==> config.mk <==
export PLATFORM = sky130hd
export DESIGN_NAME = debug_io_top
export DESIGN_NICKNAME = d
export VERILOG_FILES = /design/src/design/debug_io_pkg.sv /design/src/design/axil_regs.sv /design/src/design/debug_io_top.sv /design/src/design/event_capture.sv /design/src/design/input_debounce.sv /design/src/design/input_sync.sv
export SDC_FILE = /design/constraint.sdc
export NUM_CORES = 1
export LEC_CHECK = 0
export BUFFER_PORTS_ARGS = -buffer_cell sky130_fd_sc_hd__buf_4
export CELL_PAD_IN_SITES_DETAIL_PLACEMENT = 2
export CELL_PAD_IN_SITES_GLOBAL_PLACEMENT = 2
export CORE_MARGIN = 2
export CORE_UTILIZATION = 30
export DETAILED_ROUTE_END_ITERATION = 12
export MAX_ROUTING_LAYER = met4
export PLACE_DENSITY_LB_ADDON = 0.1
export SYNTH_ARGS = -nofsm -noshare
export SYNTH_HDL_FRONTEND = slang
export SYNTH_SLANG_ARGS = --single-unit
==> constraint.sdc <==
create_clock -name wb -period 2 [get_ports wb]
set_input_delay 0.3 -clock wb [delete_from_list [all_inputs] [get_ports wb]]
set_output_delay 0.3 -clock wb [all_outputs]
set_load 0.01 [all_outputs]
==> src/design/debug_io_pkg.sv <==
package debug_io_pkg;

   // sampled input count and bus widths
   localparam int in_width   = 8;
   localparam int addr_width = 4;
   localparam int data_width = 32;

   // one sample of the debug inputs, switches in the upper half
   typedef struct packed {
      logic [in_width/2-1:0] switches;
      logic [in_width/2-1:0] buttons;
   } in_sample_t;

   typedef enum logic [1:0] {
      resp_okay   = 2'b00,
      resp_slverr = 2'b10
   } axil_resp_e;

   // register map, byte addresses
   typedef enum logic [addr_width-1:0] {
      reg_level = 4'h0,
      reg_event = 4'h4,
      reg_mask  = 4'h8
   } reg_addr_e;

   // signals driven by the AXI4-Lite master
   typedef struct packed {
      logic [addr_width-1:0]   aw_addr;
      logic                    aw_valid;
      logic [data_width-1:0]   w_data;
      logic [data_width/8-1:0] w_strb;
      logic                    w_valid;
      logic                    b_ready;
      logic [addr_width-1:0]   ar_addr;
      logic                    ar_valid;
      logic                    r_ready;
   } axil_req_t;

   // signals driven by the AXI4-Lite slave
   typedef struct packed {
      logic                  aw_ready;
      logic                  w_ready;
      axil_resp_e            b_resp;
      logic                  b_valid;
      logic                  ar_ready;
      logic [data_width-1:0] r_data;
      axil_resp_e            r_resp;
      logic                  r_valid;
   } axil_rsp_t;

endpackage

==> src/design/axil_regs.sv <==
`timescale 1ns/1ps

module axil_regs (
   input  logic                     wb,
   input  logic                     rst_n,
   input  debug_io_pkg::axil_req_t  req,
   output debug_io_pkg::axil_rsp_t  rsp,
   input  debug_io_pkg::in_sample_t level,
   input  debug_io_pkg::in_sample_t events,
   output debug_io_pkg::in_sample_t mask,
   output debug_io_pkg::in_sample_t clear
);

   localparam int pad_width = debug_io_pkg::data_width - debug_io_pkg::in_width;

   debug_io_pkg::reg_addr_e           wr_addr;
   debug_io_pkg::reg_addr_e           rd_addr;
   logic                              wr_go;
   logic                              rd_go;
   logic                              b_valid;
   logic                              r_valid;
   debug_io_pkg::axil_resp_e          b_resp;
   debug_io_pkg::axil_resp_e          r_resp;
   logic [debug_io_pkg::data_width-1:0] r_data;
   logic [debug_io_pkg::in_width-1:0] wr_byte;

   assign wr_addr = debug_io_pkg::reg_addr_e'(req.aw_addr);
   assign rd_addr = debug_io_pkg::reg_addr_e'(req.ar_addr);
   assign wr_byte = req.w_data[debug_io_pkg::in_width-1:0];

   // address and data are taken together, one write in flight
   assign wr_go = req.aw_valid && req.w_valid && !b_valid;
   assign rd_go = req.ar_valid && !r_valid;

   assign rsp.aw_ready = wr_go;
   assign rsp.w_ready  = wr_go;
   assign rsp.b_valid  = b_valid;
   assign rsp.b_resp   = b_resp;
   assign rsp.ar_ready = rd_go;
   assign rsp.r_valid  = r_valid;
   assign rsp.r_resp   = r_resp;
   assign rsp.r_data   = r_data;

   always_ff @(posedge wb or negedge rst_n) begin
      if (!rst_n) begin
         b_valid <= 1'b0;
         r_valid <= 1'b0;
         mask    <= '0;
         clear   <= '0;
      end else begin
         // clear is a single-cycle pulse
         clear <= '0;
         if (wr_go) begin
            b_valid <= 1'b1;
            if (req.w_strb[0]) begin
               case (wr_addr)
                  debug_io_pkg::reg_event: clear <= wr_byte;
                  debug_io_pkg::reg_mask:  mask  <= wr_byte;
                  default: ;
               endcase
            end
         end else if (b_valid && req.b_ready) begin
            b_valid <= 1'b0;
         end
         if (rd_go) begin
            r_valid <= 1'b1;
         end else if (r_valid && req.r_ready) begin
            r_valid <= 1'b0;
         end
      end
   end

   // response payload, only loaded on acceptance
   always_ff @(posedge wb) begin
      if (wr_go) begin
         case (wr_addr)
            debug_io_pkg::reg_event,
            debug_io_pkg::reg_mask:  b_resp <= debug_io_pkg::resp_okay;
            // level is read only
            default:                 b_resp <= debug_io_pkg::resp_slverr;
         endcase
      end
      if (rd_go) begin
         r_resp <= debug_io_pkg::resp_okay;
         case (rd_addr)
            debug_io_pkg::reg_level: r_data <= {{pad_width{1'b0}}, level};
            debug_io_pkg::reg_event: r_data <= {{pad_width{1'b0}}, events};
            debug_io_pkg::reg_mask:  r_data <= {{pad_width{1'b0}}, mask};
            default: begin
               r_data <= '0;
               r_resp <= debug_io_pkg::resp_slverr;
            end
         endcase
      end
   end

endmodule

==> src/design/debug_io_top.sv <==
`timescale 1ns/1ps

module debug_io_top #(
   parameter int DEBOUNCE_PERIOD = 5
) (
   input  logic                    wb,
   input  logic                    rst_n,
   input  logic [3:0]              buttons,
   input  logic [3:0]              switches,
   input  debug_io_pkg::axil_req_t req,
   output debug_io_pkg::axil_rsp_t rsp,
   output logic                    irq
);

   debug_io_pkg::in_sample_t sync_sample;
   debug_io_pkg::in_sample_t stable_sample;
   debug_io_pkg::in_sample_t level;
   debug_io_pkg::in_sample_t events;
   debug_io_pkg::in_sample_t mask;
   debug_io_pkg::in_sample_t clear;

   input_sync input_sync_i (
      .wb          (wb),
      .rst_n       (rst_n),
      .buttons     (buttons),
      .switches    (switches),
      .sync_sample (sync_sample)
   );

   input_debounce #(
      .DEBOUNCE_PERIOD (DEBOUNCE_PERIOD)
   ) input_debounce_i (
      .wb            (wb),
      .rst_n         (rst_n),
      .sync_sample   (sync_sample),
      .stable_sample (stable_sample)
   );

   event_capture event_capture_i (
      .wb            (wb),
      .rst_n         (rst_n),
      .stable_sample (stable_sample),
      .mask          (mask),
      .clear         (clear),
      .level         (level),
      .events        (events),
      .irq           (irq)
   );

   // register slave, feeds mask and clear back to the event stage
   axil_regs axil_regs_i (
      .wb     (wb),
      .rst_n  (rst_n),
      .req    (req),
      .rsp    (rsp),
      .level  (level),
      .events (events),
      .mask   (mask),
      .clear  (clear)
   );

endmodule

==> src/design/event_capture.sv <==
`timescale 1ns/1ps

module event_capture (
   input  logic                     wb,
   input  logic                     rst_n,
   input  debug_io_pkg::in_sample_t stable_sample,
   input  debug_io_pkg::in_sample_t mask,
   input  debug_io_pkg::in_sample_t clear,
   output debug_io_pkg::in_sample_t level,
   output debug_io_pkg::in_sample_t events,
   output logic                     irq
);

   debug_io_pkg::in_sample_t prev_sample;
   debug_io_pkg::in_sample_t rise;

   assign level = stable_sample;
   assign rise  = stable_sample & ~prev_sample;

   always_ff @(posedge wb or negedge rst_n) begin
      if (!rst_n) begin
         prev_sample <= '0;
         events      <= '0;
         irq         <= 1'b0;
      end else begin
         prev_sample <= stable_sample;
         // clear first, so a fresh edge in the same cycle survives
         events      <= (events & ~clear) | rise;
         // lags the flags and mask by one cycle
         irq         <= |(events & mask);
      end
   end

endmodule

==> src/design/input_debounce.sv <==
`timescale 1ns/1ps

module input_debounce #(
   parameter int DEBOUNCE_PERIOD = 5
) (
   input  logic                     wb,
   input  logic                     rst_n,
   input  debug_io_pkg::in_sample_t sync_sample,
   output debug_io_pkg::in_sample_t stable_sample
);

   logic [31:0]                       count;
   logic [debug_io_pkg::in_width-1:0] candidate;
   logic                              start;
   logic                              window_end;

   // a window opens only while idle and the input differs from the accepted value
   assign start      = (count == 32'd0) && (sync_sample != stable_sample);
   assign window_end = (count == 32'(DEBOUNCE_PERIOD));

   always_ff @(posedge wb or negedge rst_n) begin
      if (!rst_n) begin
         count         <= '0;
         stable_sample <= '0;
      end else if (window_end) begin
         count <= '0;
         // adopt only if the input is back at the candidate value
         if (sync_sample == candidate) begin
            stable_sample <= candidate;
         end
      end else if (count != 32'd0) begin
         count <= count + 32'd1;
      end else if (start) begin
         count <= 32'd1;
      end
   end

   // whole vector snapshot at the start of the window
   always_ff @(posedge wb) begin
      if (start) begin
         candidate <= sync_sample;
      end
   end

endmodule

==> src/design/input_sync.sv <==
`timescale 1ns/1ps

module input_sync (
   input  logic                   wb,
   input  logic                   rst_n,
   input  logic [3:0]             buttons,
   input  logic [3:0]             switches,
   output debug_io_pkg::in_sample_t sync_sample
);

   debug_io_pkg::in_sample_t raw_sample;
   // first rank may go metastable, only the second is used downstream
   logic [debug_io_pkg::in_width-1:0] meta;

   assign raw_sample.switches = switches;
   assign raw_sample.buttons  = buttons;

   always_ff @(posedge wb or negedge rst_n) begin
      if (!rst_n) begin
         meta        <= '0;
         sync_sample <= '0;
      end else begin
         meta        <= raw_sample;
         sync_sample <= meta;
      end
   end

endmodule

# ---- After elaboration in Yosys (flattened, before gate mapping)
# Index checks and enable logic that the tools add are counted.
dict set report word_totals {
  memories 0
  register_bits 135
  rom_bits 0
  out_inout_bits 42
  word_cells 67
  ramBits 0
  latch_bits 0
}
dict set report classes {
  add_sub_neg 1
  n_shift 0
  bitwise_logic 6
  n_reduce_logical 19
  muxes 13
  div_mod_pow 0
  eq_ne 7
  magnitude_cmp 0
  multipliers 0
}
# cell count
set ops {}
lappend ops {{two-way mux 32 bit} 3}
lappend ops {{adder 32 x 1 -> 32 bit, second input constant} 1}
lappend ops {{equality test 32 x 3 -> 1 bit, second input constant} 1}
lappend ops {{logical NOT 32 bit} 1}
lappend ops {{nonzero test 32 bit} 1}
lappend ops {{AND 8 bit} 3}
lappend ops {{two-way mux 8 bit} 3}
lappend ops {{one-hot mux 8 bit (3 select lines)} 1}
lappend ops {{inverter 8 bit} 2}
lappend ops {{equality test 4 x 3 -> 1 bit, second input constant} 2}
lappend ops {{equality test 4 bit, second input constant} 2}
lappend ops {{equality test 8 bit} 1}
lappend ops {{inequality test 8 bit} 1}
lappend ops {{bitwise OR 8 bit} 1}
lappend ops {{OR reduction 8 bit} 1}
lappend ops {{logical AND 1 bit} 6}
lappend ops {{logical NOT 4 bit} 1}
lappend ops {{two-way mux 1 bit} 4}
lappend ops {{two-way mux 2 bit} 2}
lappend ops {{nonzero test 2 bit} 2}
lappend ops {{AND reduction 3 bit} 1}
lappend ops {{nonzero test 3 bit} 1}
lappend ops {{OR reduction 3 bit} 1}
lappend ops {{logical NOT 1 bit} 2}
lappend ops {{2 further kinds} 2}

# ---- Longest topological paths before layout
# Gate-level depths: netlist of the first run.
dict set report depth {
  word_depth 5
  depth_mapped 7
  depth_no_buf 6
}

# ---- By module
# From an unflattened synthesis of the first run, not the netlist that was laid out.
dict set report hier_totals {
  hier_cells 397
  hier_area_um2 4828.4
}
# module n_inst area_per_inst_um2 cells_per_inst
set modules_own_cells {}
lappend modules_own_cells {input_debounce 1 2314.7 201}
lappend modules_own_cells {axil_regs 1 1481.4 126}
lappend modules_own_cells {event_capture 1 631.9 54}
lappend modules_own_cells {input_sync 1 400.4 16}

# ---- Least setup slack after synthesis of the first run
# No wires, ideal clock.
dict set report synth_timing {
  kind {register to register}
  start {reg input_debounce_i.count[6]}
  end {reg input_debounce_i.candidate[0] (netlist name), enable pin}
  arrival_time_ns 1.440
  t_required_ns 1.668
  path_slack_ns 0.228
  path_stages_with_launch 5
  n_path_buf 0
  path_cell_list {dfrtp_1 -> nor4_1 -> nand4_1 -> nor2_2 -> and3b_1}
}
dict set report synth_via {
  elab_chain_len 2
}
# item line
set synth_lines {}
lappend synth_lines {{from (decl)} input_debounce.sv:12} ;# logic [31:0] count;
lappend synth_lines {{from (signal assigned)} input_debounce.sv:32} ;# count <= count + 32'd1;
lappend synth_lines {{logical NOT 32 bit} input_debounce.sv:18} ;# assign start = (count == 32'd0) && (sync_sample != stable_sample);
lappend synth_lines {{logical AND 1 bit} input_debounce.sv:18}
lappend synth_lines {{named net input_debounce_i.start} input_debounce.sv:14} ;# logic start;
lappend synth_lines {{to (signal assigned)} input_debounce.sv:41} ;# candidate <= sync_sample;
lappend synth_lines {{to (decl)} input_debounce.sv:13} ;# logic [debug_io_pkg::in_width-1:0] candidate;
# The timed path passes the listed nets, and every way through them passes these cells.
# A chain may end at the register's enable or synchronous reset.

# ---- Worst setup path in the final report of the first run
dict set report layout_timing {
  start {reg input_debounce_i.count[22]}
  end {reg input_debounce_i.stable_sample[2] (netlist name)}
}
dict set report layout_via {
  elab_chain_len 2
}
# item line
set layout_lines {}
lappend layout_lines {{equality test 32 x 3 -> 1 bit} input_debounce.sv:19} ;# assign window_end = (count == 32'(DEBOUNCE_PERIOD));
lappend layout_lines {{AND reduction 2 bit (no source line)} --}
# Every way passes these cells.

==> metrics.log, run 1 <==
INFO  metric synth_cell_type_count = 44
INFO  metric grt_pass1_vias = between 3000 and 4000
INFO  metric timing.critical_path.required = between 2000 and 2500 ps
INFO  metric gr-usage-met2 = 20.8%
INFO  metric ys_ff_latch = roughly 110
INFO  metric grt_max_degree = 39
INFO  metric rr_worst_depth = 5
INFO  metric nNetsFinal = ~510
INFO  metric fin_crit_sh = ~93%
INFO  metric holdCritPathClass = input port to register
INFO  metric timing.critical_path.arrival = between 2000 and 2500 ps
INFO  metric dieHeight = roughly 130 um
INFO  metric global_route_wire_length_before_repair = approximately 17000 um
INFO  metric wl = ~10000 um
INFO  metric biggest_area_contributors_in_the_synthesized_netlist = dfrtp_1, edfxtp_1, xnor2_1
INFO  metric synth_enable_flop_cells = 18
INFO  metric drc = 0
INFO  metric final_cells = between 600 and 700
INFO  metric drv.max_cap_violation_count = 0
INFO  metric std_cell_rows = 45
INFO  metric cts_buffer_depth = 2
INFO  metric setup_viol = 0
INFO  metric synth.cells.most_frequent = dfrtp_1, xnor2_1, buf_4, inv_1, nor2_1
INFO  metric clock-skew-final = around 14 ps
INFO  metric count_of_endpoints_failing_hold_in_the_final_timing_report = 0
INFO  metric fmax = 0.537 GHz
INFO  metric clock_latency_on_the_worst_skew_pair = 360 ps
INFO  metric dpl_cell_area = about 5300 um2
INFO  metric dieArea = ~17000 um2
INFO  metric use_met3 = around 2.3%
INFO  metric timing.critical_path.from_type = register
INFO  metric ys_async_sr_fraction = about 83%
INFO  metric netlist.area_leader.share = between 40 and 50%
INFO  metric worstSetupPathType = register to register
INFO  metric fp.dieW = 129 um
INFO  metric avgViaCountPerCell = around 4.5
INFO  metric drive_gt1_share = 24.1%
INFO  metric gp_routability_congestion = roughly 0.74
INFO  metric post_synth_inst_count = 382
INFO  metric avgRoutedWirePerCell = roughly 15 um
INFO  metric avgSynthCellArea = about 12 um2
INFO  metric top_level_i_o_count = 101
INFO  metric first_pass_iters = 4
INFO  metric i_o_buffers = 47
INFO  metric post-synth-top-count-cell = dfrtp_1
INFO  metric grt.met1_usage = between 10% and 20%
INFO  metric min_period = 1860 ps
INFO  metric area.growth.synth_to_final = 20.1%
INFO  metric tritoncts = done
INFO  metric clock_sinks = roughly 110
INFO  metric final_core_utilization = roughly 37%
INFO  metric tightest_pin_transition = ~550 ps
INFO  metric yosys_warns = 0
INFO  metric gr_util_all_layers = a little over an eighth
INFO  metric worst_ir_drop_vdd = 0.000395 V
INFO  metric critPathMaxFanout = 8
INFO  metric cts-buffers-inserted = 9
INFO  metric gr_busiest_metal = met2
INFO  metric clockRootBuffer = clkbuf_16
INFO  metric combined_area_of_all_synthesized_cells = 4690 um2
INFO  metric congestion_overflow_gr = 0
INFO  metric cellPowerDensity = around 980 nW/um2
INFO  metric p_leak = around 2.5 nW
INFO  metric dpl.cell_count = 642
INFO  metric antennaDiodeCount = 0
INFO  metric cts.clk_slew.worst_paths = roughly 90 ps
INFO  metric hold_path_depth = 1
INFO  metric initial_core_util = between 30% and 40%
INFO  metric core_area = around 15000 um2
INFO  metric antenna_left = 0
INFO  metric dp.final_hpwl = approximately 7300 um
INFO  metric maxSlewViolCount = 0
INFO  metric timing.critical_path.to_type = register
INFO  metric detailedRoute.firstIterationViolations = between 70 and 80
INFO  metric outcome = complete, no violations
INFO  metric post-route-cell-area = 5630 um2
INFO  metric post-synth-top-area-cell = dfrtp_1
INFO  metric synth-main-ff-cell = dfrtp_1
INFO  metric cts.htree.levels = 3
INFO  metric initial_antenna_violation_count = 0
INFO  metric seq_area_frac_synth = 60.1%
INFO  metric dr_total_vias = about 3000
INFO  metric max_slew_margin = between 60% and 70%
## logic make-up (layout without fill, tap and decap cells)
logic type,after synthesis,after routing,synth area share (%)
buffers and inverters,59,100,7.31
AND/OR/NAND/NOR,110,110,13.2
AO/OA/AOI/OAI,30,30,4.14
other,1,26,0.0800
flip-flops,109,109,60.1
XOR/XNOR,45,45,8.57
multiplexers,25,25,5.76
adder cells (fa/ha/maj),3,3,0.801
## worst paths after layout
check	from	endpoint	slack (ps)
setup / recovery	input_debounce_i.count[22]	input_debounce_i.stable_sample[2]	140
hold / removal	switches[2]	input_sync_i.meta[6]	40
setup reg to reg	input_debounce_i.count[22]	input_debounce_i.stable_sample[2]	140
hold reg to reg	input_sync_i.meta[1]	input_sync_i.sync_sample[1]	350
max in group asynchronous	rst_n	axil_regs_i.r_valid	910
min in group asynchronous	rst_n	input_sync_i.meta[7]	440
## critical path, cell delays in order (launching register included)
cell and delay (ps):
dfrtp_1 440, nor4_2 330, nand4_1 220, nor2_4 210, nand3_2 220, mux2_2 340
## stage by stage
stage          setup TNS (ps)  power (mW)  hold WS, ps  worst slack [ps]
2_1_floorplan               0        3.32         4.41               228
3_3_place_gp                0        3.68          305              90.7
3_5_place_dp                0        3.73          311              40.2
4_1_cts                     0        5.59         25.0              31.6
5_1_grt                 -14.9        5.81         25.1             -14.9
6_report                    0        5.49         40.8               136
## routing by layer
metal | vias up | routed length, um
met4 | 0 | 159
li1 | 1382 | -
met5 | - | 0
met3 | 12 | 398
met2 | 67 | 4640
met1 | 1494 | 4840
## flip-flops by register name, summed over array words and instances, names as in the netlist, 8 cells and up
| register | count |
|---|---|
| axil_regs_i.clear | 8 |
| axil_regs_i.mask | 8 |
| axil_regs_i.r_data | 8 |
| event_capture_i.events | 8 |
| event_capture_i.prev_sample | 8 |
| input_debounce_i.candidate | 8 |
| input_debounce_i.count | 32 |
| input_debounce_i.stable_sample | 8 |
| input_sync_i.meta | 8 |
| input_sync_i.sync_sample | 8 |
## layout make-up
type / instances / area [um2]
Clock buffer: 9 / 225
Clock inverter: 7 / 87.6
Fill cell: 1586 / 9630
Inverter: 20 / 75.1
Multi-Input combinational cell: 239 / 1650
Sequential cell: 109 / 2820
Tap cell: 211 / 264
Timing Repair Buffer: 64 / 508
## where the power goes
group	total [mW]	internal [mW]	switching [mW]
Sequential	2.70	2.50	0.196
Combinational	0.970	0.462	0.508
Clock	1.82	0.898	0.924
## timing repair
action	4_1_cts	5_1_grt
gates resized for setup	0	5
endpoints found under the setup margin	0	17
hold buffers	1	0
hold endpoints to repair	34	0
buffers inserted	0	0
## layout by cell type, fill, tap and decap left out, types with 2 or more instances in the layout
cell,synthesis,routed
clkbuf_16,0,9
xor2_1,10,10
clkinv_8,0,3
nand2_1,17,17
a22oi_1,4,4
mux2_2,16,16
and2_1,8,8
dfrtp_1,91,91
a21oi_1,11,11
nand4_1,12,12
nand3_1,13,13
buf_12,0,2
edfxtp_1,18,18
mux2i_1,9,9
nor2b_1,5,5
nor3_1,12,12
inv_8,0,2
ha_1,3,3
nor4_2,0,4
buf_4,32,61
xnor2_1,34,34
conb_1,1,26
a21o_1,2,2
and4_1,2,2
nor4_1,6,2
nor2_1,19,19
and3_1,5,5
o22ai_1,8,8
inv_1,20,20
Note: power is estimated with default switching activity, not from simulation.
==> run 2: changes to the inputs <==
==> constraint.sdc (replaced) <==
create_clock -name wb -period 1.9 [get_ports wb]
set_input_delay 0.285 -clock wb [delete_from_list [all_inputs] [get_ports wb]]
set_output_delay 0.285 -clock wb [all_outputs]
set_load 0.01 [all_outputs]
==> run 2 against run 1 <==
  * Worst setup slack got worse by 44 ps
  * Combinational power rose by 10%
  * Worst hold slack got worse by 8.0 ps
  * Core utilization rose by 0.50 points
  * Flip-flop and latch count did not move
  * Maximum frequency rose by 3.1%
  * Sequential power rose by 6%
  * Clock-buffer cell count rose by 1
  * Die area did not move
  * Critical endpoint is now input_debounce_i.count[27]
  * Largest cell class unchanged
==> metrics.log, run 2 (synthesis gave the netlist of run 1 again) <==
INFO  metric nNetsFinal = 512 (was 505)
INFO  metric drc = 0 (unchanged)
INFO  metric avgRoutedWirePerCell = 15.4 um (was 15.2 um)
INFO  metric drive_gt1_share = 26.6% (was 24.1%)
INFO  metric antennaDiodeCount = 0 (unchanged)
INFO  metric cts.clk_slew.worst_paths = 80 ps (was 90 ps)
INFO  metric critPathMaxFanout = 6 (was 8)
INFO  metric clock-skew-final = 9.38 ps (was 13.9 ps)
INFO  metric clock_sinks = 109 (unchanged)
INFO  metric fin_tns_setup = 0 ps (unchanged)
INFO  metric detailedRoute.firstIterationViolations = 75 (was 72)
INFO  metric std_cell_rows = 45 (unchanged)
INFO  metric cts_setup_buffers = 0 (unchanged)
INFO  metric wl = 10300 um (was 10000 um)
INFO  metric fp.dieW = 129 um (unchanged)
INFO  metric global_route_wire_length_before_repair = 17100 um (was 17000 um)
INFO  metric largest_register_ff_count = 32 (unchanged)
INFO  metric power_frac_comb = 18.3% (was 17.7%)
INFO  metric cts_buffer_depth = 2 (unchanged)
INFO  metric fmax = 0.553 GHz (was 0.537 GHz)
INFO  metric count_of_endpoints_failing_hold_in_the_final_timing_report = 0 (unchanged)
INFO  metric grt_setup_unrepaired = true
INFO  metric antenna_left = 0 (unchanged)
INFO  metric maxSlewViolCount = 0 (unchanged)
INFO  metric largest_reg_by_ff_count = input_debounce_i.count (unchanged)
INFO  metric min_period = 1810 ps (was 1860 ps)
INFO  metric core_area = 15300 um2 (unchanged)
INFO  metric dieArea = 16600 um2 (unchanged)
INFO  metric worstSetupPathType = register to register (unchanged)
INFO  metric p_sw_share = 29.1% (was 29.6%)
INFO  metric met2_length = 4820 um (was 4640 um)
INFO  metric gr_util_all_layers = 13.8% (was 13.5%)
INFO  metric cts.htree.levels = 3 (unchanged)
INFO  metric cts-buffers-inserted = 9 (unchanged)
INFO  metric timing.critical_path.from_type = register (unchanged)
INFO  metric first_pass_iters = 4 (unchanged)
INFO  metric avgViaCountPerCell = 4.35 (was 4.48)
INFO  metric setup_viol = 0 (unchanged)
INFO  metric fin_crit_sh = 95.1% (was 93.2%)
INFO  metric clock_latency_on_the_worst_skew_pair = 350 ps (was 360 ps)
INFO  metric final_core_utilization = 37.4% (was 36.9%)
INFO  metric dr_total_vias = 2899 (was 2955)
INFO  metric cellPowerDensity = 1020 nW/um2 (was 976 nW/um2)
INFO  metric dieHeight = 129 um (unchanged)
INFO  metric layout.cells.most_common_list = dfrtp_1, buf_4, xnor2_1 (unchanged)
INFO  metric seq_power_share = 49.3% (was 49.2%)
INFO  metric top_level_i_o_count = 101 (unchanged)
INFO  metric route.met3.wl = 426 um (was 398 um)
INFO  metric worst_ir_drop_vdd = 0.000542 V (was 0.000395 V)
INFO  metric i_o_buffers = 47 (unchanged)
INFO  metric gp_routability_congestion = 0.704 (was 0.743)
INFO  metric drv.max_cap_violation_count = 0 (unchanged)
INFO  metric congestion_overflow_gr = 0 (unchanged)
INFO  metric grt_max_degree = 34 (was 39)
INFO  metric mostFrequentLayoutCell = dfrtp_1 (unchanged)
INFO  metric p_leak = 2.59 nW (was 2.55 nW)
INFO  metric area.growth.synth_to_final = 21.7% (was 20.1%)
INFO  metric outcome = complete, no violations (unchanged)
INFO  metric grt_pass1_vias = 3201 (was 3202)
INFO  metric route.layer.met1.wl = 4900 um (was 4840 um)
INFO  metric timing.critical_path.required = 2180 ps (was 2240 ps)
INFO  metric holdCritPathClass = input port to register (unchanged)
INFO  metric dp.final_hpwl = 7460 um (was 7340 um)
INFO  metric timing.critical_path.arrival = 2090 ps (was 2100 ps)
INFO  metric route.top_layer_used = met4 (unchanged)
INFO  metric initial_core_util = 30.7% (unchanged)
INFO  metric total_switching_power = 1.69 mW (was 1.63 mW)
INFO  metric power.clock.fraction = 32.3% (was 33.2%)
INFO  metric clockRootBuffer = clkbuf_16 (unchanged)
INFO  metric tritoncts = done (unchanged)
INFO  metric initial_antenna_violation_count = 0 (unchanged)
INFO  metric timing.critical_path.to_type = register (unchanged)
INFO  metric cell_internal_power = 4.12 mW (was 3.86 mW)
-- run 2: power by group through the flow --
stage,Sequential [mW],Combinational (mW),Clock (mW)
global route,2.90,1.21,2.05
CTS,2.86,1.06,1.97
detailed placement,2.90,1.04,0
global placement,2.89,0.997,0
floorplan,2.85,0.646,0
finish,2.86,1.07,1.88
-- run 2: final timing paths --
kind | cells past startpoint | end | slack, ps | start
max | 6 | input_debounce_i.count[27] | 90 | input_debounce_i.count[9]
min | 1 | input_sync_i.meta[1] | 30 | buttons[1]
max reg2reg | 6 | input_debounce_i.count[27] | 90 | input_debounce_i.count[9]
min reg2reg | 0 | input_sync_i.sync_sample[1] | 350 | input_sync_i.meta[1]
max in group asynchronous | 3 | axil_regs_i.r_valid | 870 | rst_n
min in group asynchronous | 2 | input_sync_i.sync_sample[7] | 420 | rst_n
-- run 2: final cells by class --
| class | instances | area, um2 |
|---|---|---|
| multi-input combinational | 239 | 1690 |
| fill | 1595 | 9550 |
| sequential | 109 | 2820 |
| timing repair buffer | 71 | 561 |
| inverter | 20 | 75.1 |
| tap | 211 | 264 |
| clock inverter | 6 | 56.3 |
| clock buffer | 10 | 239 |
-- run 2: metal layers --
metal / track usage, % / vias up
li1: - / 1385
met1: 18.0 / 1440
met2: 21.4 / 67
met3: 3.51 / 7
met4: 3.84 / 0
met5: - / -
-- run 2: worst max-delay path, stage by stage (launching register included) --
cell and delay, ps:
dfrtp_1 410, buf_4 170, nand4_1 200, nor4_4 230
and3_1 340, and4_4 270, xor2_2 120
-- run 2: through the flow --
stage | setup WS [ps] | instances | area, um2 | hold slack, ps | power (mW)
after floorplan | 128 | 407 | 4780 | -10.6 | 3.49
after global placement | 10.0 | 649 | 5330 | 265 | 3.88
after detailed placement | -3.33 | 649 | 5330 | 272 | 3.94
after CTS | 7.54 | 666 | 5650 | 14.7 | 5.88
after global routing | -28.5 | 666 | 5710 | 9.05 | 6.17
final | 92.6 | 666 | 5710 | 32.8 | 5.81
-- run 2: repair_timing --
| item | CTS | global route |
|---|---|---|
| gates resized for setup | 2 | 12 |
| endpoints found under the setup margin | 3 | 23 |
| hold buffers | 1 | 0 |
| pin swaps | 0 | 3 |
| endpoints found under the hold margin | 30 | 0 |
==> run 3: changes to the inputs <==
--- a/config.mk
+++ b/config.mk
@@ -10,6 +10,7 @@
 export CELL_PAD_IN_SITES_GLOBAL_PLACEMENT = 2
 export CORE_MARGIN = 2
 export CORE_UTILIZATION = 30
+export CTS_BUF_LIST = sky130_fd_sc_hd__clkbuf_8
 export DETAILED_ROUTE_END_ITERATION = 12
 export MAX_ROUTING_LAYER = met4
 export PLACE_DENSITY_LB_ADDON = 0.1
==> run 3 against run 2 <==
  * Worst setup slack lost 20 ps
  * Power is 7.2% lower
  * Critical path depth unchanged
  * Sequential share of layout area up 0.19 points
  * Clock skew increased by 3.5 ps
  * Critical path type unchanged
  * Critical endpoint unchanged
  * Largest power group unchanged
==> metrics.log, run 3 (synthesis gave the netlist of run 1 again) <==
INFO  metric drive_gt1_share = 26.1% (was 26.6%)
INFO  metric detailedRoute.firstIterationViolations = 105 (was 75)
INFO  metric dieHeight = 129 um (unchanged)
INFO  metric holdCritPathClass = input port to register (unchanged)
INFO  metric multiInputGateArea = 1690 um2 (about the same)
INFO  metric dieArea = 16600 um2 (unchanged)
INFO  metric antennaDiodeCount = 0 (unchanged)
INFO  metric min_period = 1830 ps (was 1810 ps)
INFO  metric rr_worst_depth = 6 (unchanged)
INFO  metric timing.critical_path.arrival = 2160 ps (was 2090 ps)
INFO  metric route.met3.wl = 395 um (was 426 um)
INFO  metric clock-skew-final = 12.9 ps (was 9.38 ps)
INFO  metric cpLargestDelayFamily = simple AND/OR/NAND/NOR gates (unchanged)
INFO  metric worstSetupPathType = register to register (unchanged)
INFO  metric nFillCells = 1611 (was 1595)
INFO  metric fin_crit_sh = 96.2% (was 95.1%)
INFO  metric worst_ir_drop_vdd = 0.000447 V (was 0.000542 V)
INFO  metric worst_min_delay_path_startpoint = req[0] (was buttons[1])
INFO  metric dr_total_vias = 2954 (was 2899)
INFO  metric congestion_overflow_gr = 0 (unchanged)
INFO  metric met2_length = 4760 um (was 4820 um)
INFO  metric core_area = 15300 um2 (unchanged)
INFO  metric global_route_wire_length_before_repair = 17200 um (was 17100 um)
INFO  metric layout.cells.most_common_list = dfrtp_1, buf_4, xnor2_1 (unchanged)
INFO  metric grt_pass1_vias = 3235 (was 3201)
INFO  metric final_cells = 674 (was 666)
INFO  metric timing.critical_path.to_type = register (unchanged)
INFO  metric worst_r2r_startpoint = input_debounce_i.count[9] (unchanged)
INFO  metric route.top_layer_used = met4 (unchanged)
INFO  metric area.growth.synth_to_final = 21.2% (was 21.7%)
INFO  metric fp.dieW = 129 um (unchanged)
INFO  metric ff_latch_area = 2820 um2 (unchanged)
INFO  metric count_of_endpoints_failing_hold_in_the_final_timing_report = 0 (unchanged)
INFO  metric tritoncts = done (unchanged)
INFO  metric i_o_buffers = 47 (unchanged)
INFO  metric largest_register_ff_count = 32 (unchanged)
INFO  metric clock_sinks = 109 (unchanged)
INFO  metric maxSlewViolCount = 0 (unchanged)
INFO  metric dp.final_hpwl = 7460 um (unchanged)
INFO  metric critPathMaxFanout = 6 (unchanged)
INFO  metric timing.critical_path.from_type = register (unchanged)
INFO  metric critical_path.max_stage_delay = 420 ps (was 410 ps)
INFO  metric p_leak = 2.58 nW (was 2.59 nW)
INFO  metric outcome = complete, no violations (unchanged)
INFO  metric holdPathEnd = axil_regs_i.r_valid (was input_sync_i.meta[1])
INFO  metric postLayoutSetupSlackWorst = 72.5 ps (was 92.6 ps)
INFO  metric r2r_slack = 70 ps (was 90 ps)
INFO  metric dpl_cell_area = 5330 um2 (unchanged)
INFO  metric rr_endpoint = input_debounce_i.count[27] (unchanged)
INFO  metric cts-buffers-inserted = 9 (unchanged)
INFO  metric mostFrequentLayoutCell = dfrtp_1 (unchanged)
INFO  metric nNetsFinal = 520 (was 512)
INFO  metric antenna_left = 0 (unchanged)
INFO  metric cts.htree.levels = 3 (unchanged)
INFO  metric post-route-cell-area = 5680 um2 (was 5710 um2)
INFO  metric clockRootBuffer = clkbuf_8 (was clkbuf_16)
INFO  metric avgViaCountPerCell = 4.38 (was 4.35)
INFO  metric crit_buf_inv = 1 (unchanged)
INFO  metric fmax = 0.547 GHz (was 0.553 GHz)
INFO  metric largest_reg_by_ff_count = input_debounce_i.count (unchanged)
INFO  metric cell_breakdown_of_the_critical_path = buf_4 > nand4_1 > nor4_4 > and3_1 > and4_4 > xor2_2 (unchanged)
INFO  metric dpl.cell_count = 649 (unchanged)
INFO  metric route.layer.met1.wl = 4970 um (was 4900 um)
INFO  metric clock_latency_on_the_worst_skew_pair = 400 ps (was 350 ps)
INFO  metric pre_cts_slack = -3.33 ps (unchanged)
INFO  metric std_cell_rows = 45 (unchanged)
INFO  metric cts.clk_slew.worst_paths = 110 ps (was 80 ps)
INFO  metric gp_routability_congestion = 0.704 (unchanged)
INFO  metric initial_core_util = 30.7% (unchanged)
INFO  metric initial_antenna_violation_count = 0 (unchanged)
INFO  metric cts_setup_buffers = 0 (unchanged)
INFO  metric first_pass_iters = 4 (unchanged)
INFO  metric cellPowerDensity = 948 nW/um2 (was 1020 nW/um2)
INFO  metric drv.max_cap_violation_count = 0 (unchanged)
INFO  metric grt_max_degree = 34 (unchanged)
INFO  metric cts_buffer_depth = 2 (unchanged)
INFO  metric gr_util_all_layers = 13.9% (was 13.8%)
INFO  metric post-layout-total-power = 5.39 mW (was 5.81 mW)
INFO  metric drc = 0 (unchanged)
INFO  metric timing.critical_path.required = 2230 ps (was 2180 ps)
INFO  metric worst_path_cell_with_the_longest_stage_delay = dfrtp_1 (unchanged)
INFO  metric setup_viol = 0 (unchanged)
INFO  metric wl = 10300 um (about the same)
INFO  metric hold_path_depth = 2 (was 1)
INFO  metric top_level_i_o_count = 101 (unchanged)
INFO  metric avgRoutedWirePerCell = 15.3 um (was 15.4 um)
-- run 3: worst max-delay path by stage --
stage	startpoint	end	slack [ps]	depth (start not counted)
2_1_floorplan	input_debounce_i.count[6]	input_debounce_i.candidate[0]	130	4
3_3_place_gp	input_debounce_i.count[22]	input_debounce_i.stable_sample[1]	10	5
3_5_place_dp	input_debounce_i.count[4]	input_debounce_i.stable_sample[5]	-3	5
4_1_cts	input_debounce_i.count[4]	input_debounce_i.stable_sample[5]	-7	5
5_1_grt	input_debounce_i.count[9]	input_debounce_i.count[27]	-10	6
6_report	input_debounce_i.count[9]	input_debounce_i.count[27]	70	6
-- run 3: repair_timing --
item,CTS,global route
hold buffers,9,0
setup endpoints to repair,3,23
pin swaps,0,3
resized for setup,0,14
hold endpoints to repair,38,0
-- run 3: final cells by class --
cell class / count / share of cell area, %
flip-flops and latches: 109 / 49.6
multi-input cells: 239 / 29.7
repair buffers: 79 / 11.3
well taps: 211 / 4.64
clock buffers: 10 / 2.42
inverters: 20 / 1.32
clock inverters: 6 / 0.991
-- run 3: per-layer routing --
metal | track usage [%] | up-vias
met4 | 5.95 | 0
met2 | 21.3 | 68
li1 | - | 1399
met3 | 2.64 | 12
met5 | - | -
met1 | 18.2 | 1475
-- run 3: power breakdown --
part           internal, mW  switching [mW]  leakage [nW]
Sequential             2.64           0.222          1.38
Clock                 0.540           0.890         0.102
Combinational         0.543           0.555          1.10
-- run 3: stage by stage --
step	setup TNS, ps	hold WS [ps]	util, %
after floorplan	0	-10.6	-
after global placement	0	265	34.9
after detailed placement	-4.13	272	34.9
after CTS	-11.7	37.5	36.8
after global routing	-56.0	43.8	37.3
final	0	45.6	37.3
